File: src/include/soc_params.svh
// ****************************************
// Bus widths, address map sizes, device
// IDs and reset counter width of the SoC
// ****************************************

`ifndef SOC_PARAMS_SVH
`define SOC_PARAMS_SVH

// PI1 bus widths
`define ARCHBITSZ 32
`define ADDRBITSZ 30
`define SELBITSZ 4

// Number of slots in the address map
`define SLOTCOUNT 8

// Slot sizes in words, in map order
`define MAPSZ_RAM 'h2000000
`define MAPSZ_RAMCTRL 'h1000
`define MAPSZ_BOOTLDR 'h1000
`define MAPSZ_SDCARD 'h400
`define MAPSZ_DEVTBL 'h400
`define MAPSZ_INTCTRL 'h400
`define MAPSZ_SERIAL 'h400
`define MAPSZ_INVALID 'h400

// Device IDs reported by the device table
`define DEVID_RAM 1
`define DEVID_RAMCTRL 0
`define DEVID_BOOTLDR 0
`define DEVID_SDCARD 4
`define DEVID_DEVTBL 7
`define DEVID_INTCTRL 3
`define DEVID_SERIAL 5
`define DEVID_INVALID 0

// SD card (slot 3) and serial (slot 6) raise interrupts
`define USEINTR_MASK 8'h48

`define SOCID 5
`define DEVTBL_SOCID_OFS 16
`define DEVTBL_RSTCTL_OFS 17

// 63-cycle reset stretch in simulation
`define RST_CNTR_BITSZ 6

`endif

File: src/rtl/soc_pkg.sv
// ****************************************
// PI1 op and map slot enums, PI1 request
// and response structs, external request
// ****************************************

`include "soc_params.svh"

package soc_pkg;

	// PI1 operation codes
	typedef enum logic [1:0] {
		PI1_NOOP   = 2'b00,
		PI1_WROP   = 2'b01,
		PI1_RDOP   = 2'b10,
		// Write that hands back the previous word
		PI1_RDWROP = 2'b11
	} pi1_op_e;

	// Address map slots, in map order
	typedef enum logic [2:0] {
		SLOT_RAM     = 3'd0,
		SLOT_RAMCTRL = 3'd1,
		SLOT_BOOTLDR = 3'd2,
		SLOT_SDCARD  = 3'd3,
		SLOT_DEVTBL  = 3'd4,
		SLOT_INTCTRL = 3'd5,
		SLOT_SERIAL  = 3'd6,
		SLOT_INVALID = 3'd7
	} slot_e;

	// Master side of a PI1 link
	typedef struct packed {
		pi1_op_e                op;
		logic [`ADDRBITSZ-1:0]  addr;
		logic [`ARCHBITSZ-1:0]  data;
		logic [`SELBITSZ-1:0]   sel;
	} pi1_req_t;

	// Slave side of a PI1 link
	typedef struct packed {
		logic [`ARCHBITSZ-1:0]  data;
		logic                   rdy;
	} pi1_rsp_t;

	// Request to the external port, addr is the offset in the slot
	typedef struct packed {
		pi1_req_t  req;
		slot_e     slot;
	} ext_req_t;

endpackage

File: src/rtl/reset_sequencer.sv
// ****************************************
// System reset sequencer: reset counter,
// software reset decode, power-off latch
// ****************************************

`timescale 1ns/10ps

`include "soc_params.svh"

module reset_sequencer (
	input  logic  clk48mhz_i,
	input  logic  rst_p,
	input  logic  cpu_rst_req_i,
	input  logic  sw_rst0_i,
	input  logic  sw_rst1_i,
	output logic  sys_rst_o
);

	// Software reset code as {rst1, rst0}
	typedef enum logic [1:0] {
		SW_RST_NONE   = 2'b00,
		SW_RST_PWROFF = 2'b01,
		SW_RST_WARM   = 2'b10,
		SW_RST_COLD   = 2'b11
	} sw_rst_e;

	sw_rst_e                    sw_code;
	logic                       sw_warm;
	logic                       sw_pwroff;
	logic [`RST_CNTR_BITSZ-1:0] rst_cntr;
	logic                       pwroff_latch;

	assign sw_code = sw_rst_e'({sw_rst1_i, sw_rst0_i});

	always_comb begin
		sw_warm   = 1'b0;
		sw_pwroff = 1'b0;
		unique case (sw_code)
			SW_RST_WARM:   sw_warm = 1'b1;
			SW_RST_PWROFF: sw_pwroff = 1'b1;
			// Cold reset needs a global-reset primitive, so it has no effect
			default: ;
		endcase
	end

	// Reload while any reset source is active, then count down
	always_ff @(posedge clk48mhz_i) begin
		if (rst_p || cpu_rst_req_i || sw_warm) begin
			rst_cntr <= '1;
		end else if (rst_cntr != '0) begin
			rst_cntr <= rst_cntr - 1'b1;
		end
	end

	// Power-off holds the system until the button reset
	always_ff @(posedge clk48mhz_i) begin
		if (rst_p) begin
			pwroff_latch <= 1'b0;
		end else if (sw_pwroff) begin
			pwroff_latch <= 1'b1;
		end
	end

	assign sys_rst_o = (rst_cntr != '0) || pwroff_latch;

	// Once powered off the system stays in reset until rst_p
	a_pwroff_holds : assert property (@(posedge clk48mhz_i) disable iff (rst_p)
		pwroff_latch |=> (pwroff_latch && sys_rst_o));

endmodule

File: src/rtl/pi1_addr_decoder.sv
// ****************************************
// PI1 address decoder: slot select, offset,
// request routing, response select and the
// invalid-device responder
// ****************************************

`timescale 1ns/10ps

`include "soc_params.svh"

module pi1_addr_decoder (
	input  logic               clk48mhz_i,
	input  logic               rst_p,
	input  soc_pkg::pi1_req_t  m_req_i,
	output soc_pkg::pi1_rsp_t  m_rsp_o,
	output soc_pkg::pi1_req_t  tbl_req_o,
	input  soc_pkg::pi1_rsp_t  tbl_rsp_i,
	output soc_pkg::ext_req_t  ext_req_o,
	input  soc_pkg::pi1_rsp_t  ext_rsp_i
);

	import soc_pkg::*;

	// Slot sizes in map order, bases are their running sum
	localparam logic [`ADDRBITSZ-1:0] SLOT_MAPSZ [`SLOTCOUNT] = '{
		`MAPSZ_RAM, `MAPSZ_RAMCTRL, `MAPSZ_BOOTLDR, `MAPSZ_SDCARD,
		`MAPSZ_DEVTBL, `MAPSZ_INTCTRL, `MAPSZ_SERIAL, `MAPSZ_INVALID
	};

	slot_e                  slot_sel;
	logic [`ADDRBITSZ-1:0]  slot_base;
	logic [`ADDRBITSZ-1:0]  ofs;

	// Anything not inside a slot, including past the map end, is invalid
	always_comb begin
		logic [`ADDRBITSZ-1:0] base;
		base      = '0;
		slot_sel  = SLOT_INVALID;
		slot_base = '0;
		for (int k = 0; k < `SLOTCOUNT; k++) begin
			if (m_req_i.addr >= base && m_req_i.addr < base + SLOT_MAPSZ[k]) begin
				slot_sel  = slot_e'(3'(k));
				slot_base = base;
			end
			base = base + SLOT_MAPSZ[k];
		end
	end

	assign ofs = m_req_i.addr - slot_base;

	// Op only reaches the chosen side, others see NOOP
	always_comb begin
		tbl_req_o          = m_req_i;
		tbl_req_o.addr     = ofs;
		tbl_req_o.op       = PI1_NOOP;
		ext_req_o.req      = m_req_i;
		ext_req_o.req.addr = ofs;
		ext_req_o.req.op   = PI1_NOOP;
		ext_req_o.slot     = slot_sel;
		m_rsp_o            = '0;
		unique case (slot_sel)
			SLOT_DEVTBL: begin
				tbl_req_o.op = m_req_i.op;
				m_rsp_o      = tbl_rsp_i;
			end
			// Zero data, answered in the same cycle
			SLOT_INVALID: m_rsp_o.rdy = 1'b1;
			default: begin
				ext_req_o.req.op = m_req_i.op;
				m_rsp_o          = ext_rsp_i;
			end
		endcase
	end

	a_ext_quiet : assert property (@(posedge clk48mhz_i) disable iff (rst_p)
		(slot_sel inside {SLOT_DEVTBL, SLOT_INVALID}) |-> (ext_req_o.req.op == PI1_NOOP));

	// Device table answers only to a request it saw on the previous edge
	a_tbl_rdy_late : assert property (@(posedge clk48mhz_i) disable iff (rst_p)
		(slot_sel == SLOT_DEVTBL && m_req_i.op != PI1_NOOP && m_rsp_o.rdy)
		|-> ($past(tbl_req_o.op) != PI1_NOOP));

endmodule

File: src/rtl/devtbl.sv
// ****************************************
// Device table: per-slot ID and map size
// words, SoC ID and reset-control register
// ****************************************

`timescale 1ns/10ps

`include "soc_params.svh"

module devtbl (
	input  logic               clk48mhz_i,
	input  logic               rst_i,
	input  soc_pkg::pi1_req_t  req_i,
	output soc_pkg::pi1_rsp_t  rsp_o,
	output logic               sw_rst0_o,
	output logic               sw_rst1_o
);

	import soc_pkg::*;

	localparam int IDXW = $clog2(`SLOTCOUNT);

	localparam logic [`ARCHBITSZ-1:0] DEV_ID [`SLOTCOUNT] = '{
		`DEVID_RAM, `DEVID_RAMCTRL, `DEVID_BOOTLDR, `DEVID_SDCARD,
		`DEVID_DEVTBL, `DEVID_INTCTRL, `DEVID_SERIAL, `DEVID_INVALID
	};
	localparam logic [`ADDRBITSZ-1:0] DEV_MAPSZ [`SLOTCOUNT] = '{
		`MAPSZ_RAM, `MAPSZ_RAMCTRL, `MAPSZ_BOOTLDR, `MAPSZ_SDCARD,
		`MAPSZ_DEVTBL, `MAPSZ_INTCTRL, `MAPSZ_SERIAL, `MAPSZ_INVALID
	};
	localparam logic [`SLOTCOUNT-1:0]  DEV_USEINTR = `USEINTR_MASK;
	localparam logic [`ADDRBITSZ-1:0]  SLOT_WORDS  = 2 * `SLOTCOUNT;
	localparam logic [`ADDRBITSZ-1:0]  SOCID_OFS   = `DEVTBL_SOCID_OFS;
	localparam logic [`ADDRBITSZ-1:0]  RSTCTL_OFS  = `DEVTBL_RSTCTL_OFS;
	localparam logic [`ARCHBITSZ-1:0]  SOCID_WORD  = `SOCID;

	logic [`ADDRBITSZ-1:0]  ofs;
	logic [IDXW-1:0]        idx;
	logic [`ARCHBITSZ-1:0]  rd_word;
	logic [`ARCHBITSZ-1:0]  rd_data_q;
	logic                   rdy_q;
	logic                   req_vld;
	logic                   wr_en;
	logic                   rst0_q;
	logic                   rst1_q;

	assign ofs = req_i.addr;
	// Two words per slot, ID first
	assign idx = ofs[IDXW:1];

	always_comb begin
		rd_word = '0;
		if (ofs < SLOT_WORDS) begin
			if (ofs[0]) begin
				rd_word[`ADDRBITSZ-1:0] = DEV_MAPSZ[idx];
				rd_word[`ARCHBITSZ-1]   = DEV_USEINTR[idx];
			end else begin
				rd_word = DEV_ID[idx];
			end
		end else if (ofs == SOCID_OFS) begin
			rd_word = SOCID_WORD;
		end else if (ofs == RSTCTL_OFS) begin
			rd_word[1:0] = {rst1_q, rst0_q};
		end
	end

	// Serve when no rdy is out, so a held request is served again later
	assign req_vld = (req_i.op != PI1_NOOP) && !rdy_q;
	assign wr_en   = req_vld && (req_i.op inside {PI1_WROP, PI1_RDWROP}) &&
		(ofs == RSTCTL_OFS) && req_i.sel[0];

	always_ff @(posedge clk48mhz_i) begin
		if (rst_i) begin
			rdy_q  <= 1'b0;
			rst0_q <= 1'b0;
			rst1_q <= 1'b0;
		end else begin
			rdy_q <= req_vld;
			if (wr_en) begin
				rst0_q <= req_i.data[0];
				rst1_q <= req_i.data[1];
			end
		end
	end

	// Old word is captured, so RDWROP returns the previous value
	always_ff @(posedge clk48mhz_i) begin
		if (req_vld) begin
			rd_data_q <= rd_word;
		end
	end

	assign rsp_o.data = rd_data_q;
	assign rsp_o.rdy  = rdy_q;
	assign sw_rst0_o  = rst0_q;
	assign sw_rst1_o  = rst1_q;

endmodule

File: src/rtl/soc_ctrl_top.sv
// ****************************************
// System-control top: address decoder,
// device table and reset sequencer
// ****************************************

`timescale 1ns/10ps

`include "soc_params.svh"

module soc_ctrl_top (
	input  logic               clk48mhz_i,
	input  logic               rst_p,
	input  logic               cpu_rst_req_i,
	input  soc_pkg::pi1_req_t  m_req_i,
	output soc_pkg::pi1_rsp_t  m_rsp_o,
	output soc_pkg::ext_req_t  ext_req_o,
	input  soc_pkg::pi1_rsp_t  ext_rsp_i,
	output logic               sys_rst_o
);

	import soc_pkg::*;

	// Decoder to device table link
	pi1_req_t  tbl_req;
	pi1_rsp_t  tbl_rsp;

	// Reset-control levels from the device table
	logic      sw_rst0;
	logic      sw_rst1;

	pi1_addr_decoder i_decoder (
		.clk48mhz_i (clk48mhz_i),
		.rst_p      (rst_p),
		.m_req_i    (m_req_i),
		.m_rsp_o    (m_rsp_o),
		.tbl_req_o  (tbl_req),
		.tbl_rsp_i  (tbl_rsp),
		.ext_req_o  (ext_req_o),
		.ext_rsp_i  (ext_rsp_i)
	);

	// System reset clears the device table, which ends a warm reset request
	devtbl i_devtbl (
		.clk48mhz_i (clk48mhz_i),
		.rst_i      (sys_rst_o),
		.req_i      (tbl_req),
		.rsp_o      (tbl_rsp),
		.sw_rst0_o  (sw_rst0),
		.sw_rst1_o  (sw_rst1)
	);

	reset_sequencer i_rst_seq (
		.clk48mhz_i    (clk48mhz_i),
		.rst_p         (rst_p),
		.cpu_rst_req_i (cpu_rst_req_i),
		.sw_rst0_i     (sw_rst0),
		.sw_rst1_i     (sw_rst1),
		.sys_rst_o     (sys_rst_o)
	);

endmodule

File: config.mk
export PLATFORM = sky130hd
export DESIGN_NAME = soc_ctrl_top
export DESIGN_NICKNAME = d
export VERILOG_FILES = /design/src/rtl/soc_pkg.sv /design/src/rtl/reset_sequencer.sv /design/src/rtl/pi1_addr_decoder.sv /design/src/rtl/devtbl.sv /design/src/rtl/soc_ctrl_top.sv
export VERILOG_INCLUDE_DIRS = /design/src /design/src/include
export SDC_FILE = /design/constraint.sdc
export NUM_CORES = 1
export LEC_CHECK = 0
export BUFFER_PORTS_ARGS = -buffer_cell sky130_fd_sc_hd__buf_4
export CORE_UTILIZATION = 39
export DETAILED_ROUTE_END_ITERATION = 10
export PLACE_DENSITY = 0.79
export SYNTH_ARGS = -nofsm -noshare
export SYNTH_HDL_FRONTEND = slang
export SYNTH_HIERARCHICAL = 1
export SYNTH_SLANG_ARGS = --single-unit
File: constraint.sdc
create_clock -name clk48mhz_i -period 4.3 [get_ports clk48mhz_i]
set_input_delay 0.86 -clock clk48mhz_i [delete_from_list [all_inputs] [get_ports clk48mhz_i]]
set_output_delay 0.86 -clock clk48mhz_i [all_outputs]
set_load 0.005 [all_outputs]
==> metrics.csv, run 1 <==
stage;metric;value;unit
critical_path;r2r_start;i_rst_seq/rst_cntr[2];
routing;dr_total_vias;2735;
status;violations;setup timing;
routing;met3_length;571;um
cts;cts_tree;built;
finish;synthToLayoutAreaGrowth;35.6;%
routing;routed_wl;8550;um
pwr;power_density;129;nW/um^2
floorplanning;die_x;88.0;um
pwr;clkPwrFrac;23.0;%
floorplanning;start_util;41.3;%
placed_design;dp_slack;-0.322;ns
placed_design;finalWeightedCongestion;0.875;
timing;setup_viol;3;
min_path;hold_start;i_rst_seq/rst_cntr[4];
pwr;sequentialPowerShare;33.2;%
floorplanning;die-area;7740;um^2
global_route;grt_pass1_wl;12200;um
floorplanning;io_pins;209;
routing;drtIter0Drc;55;
critical_path;worst-path-max-fanout;5;
yosys;yosysWarningCount;6;
routing;wl_per_cell;15.5;um
routing;wl_met2;4510;um
critical_path;cp.required;3.44;ns
yosys;syn_avg_cell_area;8.24;um^2
yosys;synthesis.instances;350;
cts;clockBufferDepth;2;
timing;max_freq;230;MHz
floorplanning;die_y;88.0;um
routing;antenna_left;0;
floorplanning;coreArea;6980;um^2
timing;post-route-period-util;101;%
pwr;irDropWorstVdd;0.0883;mV
cts;root_buffer;clkbuf_8;
yosys;syn_area;2880;um^2
critical_path;path_class;input pin to output pin;
global_route;first_global_vias;2624;
critical_path;critPathArrivalTime;3.50;ns
routing;drc;0;
finish;drive_above_1_share;53.3;%
timing;setup_ws;-0.0562;ns
pwr;leakage;0.00186;uW
routing;avgViaCountPerCell;4.97;
finish;nNetsFinal;569;
critical_path;end_kind;output pin;
timing;worst_pin_slew;0.552;ns
cts;h-tree-depth;1;
cts;clk_latency;0.24;ns
timing;min_period;4.36;ns
global_route;grt_max_degree;33;
floorplanning;num_rows;30;
routing;wl_met1;3270;um
routing;topRoutingLayerUsed;met4;
timing;clock_skew;0.000570;ns
min_path;hp-class;register to register;
timing;hold_violations;0;
global_route;grtUsageTotal;20.0;%
timing;fin_tns_setup;-0.0934;ns
timing;max-slew-margin-rel;63.1;%
timing;grt_setup_unrepaired;yes;
job;maxCapViolCount;0;
placed_design;dp_hpwl;6930;um
pwr;combPwrFrac;43.8;%
global_route;grt_overflow;0;
timing;report.final.slew_viol_count;0;
cts;cts_buffers;3;
pwr;fin_total_pwr;506;uW
routing;dr.pass1.iters;4;
status;status;finished, violations left;
global_route;antenna_found_initial;0;
critical_path;start_kind;input pin;
cts;clock_sinks;17;
cts;clk_pin_slew;0.06;ns
placed_design;io_buffers;142;
finish;diodes;0;
critical_path;startpoint;m_req_i[52];
finish;mostFrequentLayoutCell;buf_4;
pwr;p_switching;148;uW
pwr;sw_frac_of_total;29.2;%
pwr;p_int;358;uW
finish;layout_common_cells;buf_4, a22o_1, conb_1;
area by class of cell:
cell class | instances | area, um^2
inverter | 13 | 48.8
sequential | 17 | 410
fill | 638 | 3070
clock buffer | 4 | 45.0
multi-input combinational | 229 | 1830
timing repair buffer | 191 | 1450
tap | 96 | 120
power groups by stage:
stage | Sequential, uW | Combinational [uW] | Clock, uW
final | 168 | 222 | 116
after detailed placement | 172 | 205 | 0
after global routing | 168 | 238 | 126
after CTS | 168 | 207 | 120
after floorplan | 172 | 143 | 0
after global placement | 172 | 203 | 0
through the flow:
step / area (um^2) / utilization, % / std cells / hold slack [ns]
floorplan: 3050 / - / 374 / 0.430
global placement: 3650 / 52.3 / 534 / 0.460
detailed placement: 3650 / 52.3 / 534 / 0.479
CTS: 3720 / 53.3 / 539 / 0.496
global route: 3910 / 56.0 / 550 / 0.506
finish: 3910 / 56.0 / 550 / 0.495
layer usage:
metal	vias to the layer above	track usage, %
li1	1323	-
met1	1267	22.7
met2	120	37.7
met3	25	3.11
met4	0	7.00
met5	-	0
worst max-delay path: stages:
cell,delay [ns]
buf_6,0.10
nor4_4,0.29
nand2_2,0.15
nor3_4,0.30
nand3_2,0.14
ha_4,0.24
nor2b_2,0.15
o21ai_2,0.12
or3b_4,0.41
a2111oi_4,0.36
xor2_1,0.22
buf_4,0.15
repair_timing:
item	in CTS	in global routing
endpoints found under the setup margin	6	18
gates resized for setup	6	21
setup buffers	1	11
pin swaps	9	13
gates cloned	0	0
hold buffers	0	0
flip-flops by register name, indices dropped and copies added (netlist names):
signal	count
i_rst_seq/pwroff_latch	1
i_rst_seq/rst_cntr	6
i_devtbl/sw_rst1_o	1
i_devtbl/rdy_q	1
i_devtbl/sw_rst0_o	1
i_devtbl/rd_data_q	7
worst paths after layout:
path,endpoint,cells after the start,slack (ns)
setup / recovery,ext_req_o[67],12,-0.06
hold reg to reg,i_rst_seq/rst_cntr[4],1,0.49
hold / removal,i_rst_seq/rst_cntr[4],1,0.49
setup reg to reg,i_devtbl/rdy_q,3,2.77
Power figures use the tool's default switching activity.
==> run 2: changes to the inputs <==
- ABC_CLOCK_PERIOD_IN_PS: unset -> 4300
- SKIP_CTS_REPAIR_TIMING: unset -> 1
==> metrics.csv, run 2 (synthesized netlist as in run 1, its figures left out) <==
stage;metric;value;unit
cts;clk_pin_slew;0.06;ns
placed_design;place_area;3650;um^2
global_route;grtUsageTotal;19.8;%
routing;wl_per_cell;15.3;um
finish;largest_reg_flops;7;
floorplanning;die_y;88.0;um
floorplanning;start_util;41.3;%
floorplanning;io_pins;209;
finish;top_register;i_devtbl/rd_data_q;
floorplanning;coreArea;6980;um^2
timing;grt_setup_unrepaired;yes;
min_path;hold_start;i_rst_seq/rst_cntr[4];
timing;clock_skew;0.00123;ns
timing;max_freq;229;MHz
finish;nNetsFinal;567;
global_route;antenna_found_initial;0;
global_route;first_global_vias;2596;
finish;layout_common_cells;buf_4, a22o_1, conb_1;
min_path;hold_path_depth;1;
cts;cts_buffers;3;
timing;setup_viol;5;
critical_path;path_class;input pin to output pin;
critical_path;worst-path-max-fanout;3;
finish;reg_top3;i_devtbl/rd_data_q: 7 flops, i_rst_seq/rst_cntr: 6 flops;
floorplanning;die-area;7740;um^2
placed_design;dp_hpwl;6930;um
floorplanning;num_rows;30;
routing;drc;0;
pwr;leakage;0.00184;uW
global_route;grt_max_degree;33;
pwr;power_density;130;nW/um^2
routing;routed_wl;8390;um
routing;drtIter0Drc;53;
routing;antenna_left;0;
finish;postLayoutCellArea;3880;um^2
timing;hold_violations;0;
critical_path;regToRegSetupSlack;2.78;ns
critical_path;critPathArrivalTime;3.51;ns
placed_design;finalWeightedCongestion;0.875;
cts;clock_sinks;17;
critical_path;startpoint;m_req_i[52];
critical_path;r2r_start;i_rst_seq/rst_cntr[2];
pwr;irDropWorstVdd;0.0889;mV
critical_path;cp.required;3.44;ns
routing;dr_total_vias;2725;
finish;mostFrequentLayoutCell;buf_4;
cts;clk_latency;0.24;ns
cts;cts_tree;built;
timing;worst_pin_slew;0.554;ns
timing;min_period;4.37;ns
routing;dr.pass1.iters;5;
timing;setup_ws;-0.0705;ns
finish;synthToLayoutAreaGrowth;34.4;%
timing;max-slew-margin-rel;62.9;%
finish;drive_above_1_share;52.4;%
min_path;hp-class;register to register;
critical_path;start_kind;input pin;
global_route;grt_overflow;0;
critical_path;r2r_cells;3;
min_path;holdPathEnd;i_rst_seq/rst_cntr[4];
cts;h-tree-depth;1;
finish;diodes;0;
job;maxCapViolCount;0;
critical_path;r2r_end;i_devtbl/rdy_q;
global_route;grt_pass1_wl;12000;um
critical_path;end_kind;output pin;
routing;avgViaCountPerCell;4.97;
status;status;finished, violations left;
cts;root_buffer;clkbuf_8;
timing;post-route-period-util;102;%
cts;clockBufferDepth;2;
timing;report.final.slew_viol_count;0;
floorplanning;die_x;88.0;um
placed_design;dp_slack;-0.322;ns
placed_design;io_buffers;142;
status;violations;setup timing;
## run 2: changes by cell type in the layout (fill, tap and decap cells not counted), sizes merged
| cell | delta |
|---|---|
| buf | -2 |
## run 2: how the worst max path moves through the flow
stage,endpoint,cells after the start
5_1_grt,ext_req_o[67],12
2_1_floorplan,i_devtbl/rd_data_q[12],16
4_1_cts,ext_req_o[67],12
3_3_place_gp,i_devtbl/rd_data_q[12],16
3_5_place_dp,i_devtbl/rd_data_q[12],15
6_report,ext_req_o[67],12
## run 2: final cells by class
cell class / instances / area (um^2)
inverter: 13 / 48.8
tap: 96 / 120
fill: 647 / 3100
clock buffer: 4 / 45.0
timing repair buffer: 189 / 1430
multi-input combinational: 229 / 1820
sequential: 17 / 410
## run 2: routing by layer
layer  up-vias  global-route usage, %  wire, um
met5         -                      0         0
met4         0                   6.56       196
met3        27                   3.39       615
met2       129                   36.9      4390
met1      1251                   22.6      3190
li1       1318                      -         -
## run 2: critical path, cell delays in order
cell and delay, ns:
buf_6 0.10, nor4_4 0.29, nand2_2 0.15, nor4_4 0.33, ha_2 0.25, fa_2 0.22
nor2b_1 0.05, o21ai_1 0.16, or3b_4 0.42, a2111oi_4 0.31, xor2_1 0.22, buf_4 0.15
## run 2: where the power goes
part	switching, uW	internal [uW]	leakage (uW)
Clock	51.0	65.6	0.0000228
Sequential	0.861	167	0.000129
Combinational	95.2	124	0.00169
## run 2: through the flow
stage / instances / setup TNS (ns) / power (uW) / hold slack (ns) / util [%]
after detailed placement: 534 / -2.33 / 377 / 0.479 / 52.3
after CTS: 538 / -0.343 / 494 / 0.496 / 52.9
after global routing: 548 / -1.99 / 531 / 0.506 / 55.5
after floorplan: 374 / -0.437 / 315 / 0.430 / -
after global placement: 534 / -0.970 / 375 / 0.460 / 52.3
final: 548 / -0.169 / 504 / 0.498 / 55.5
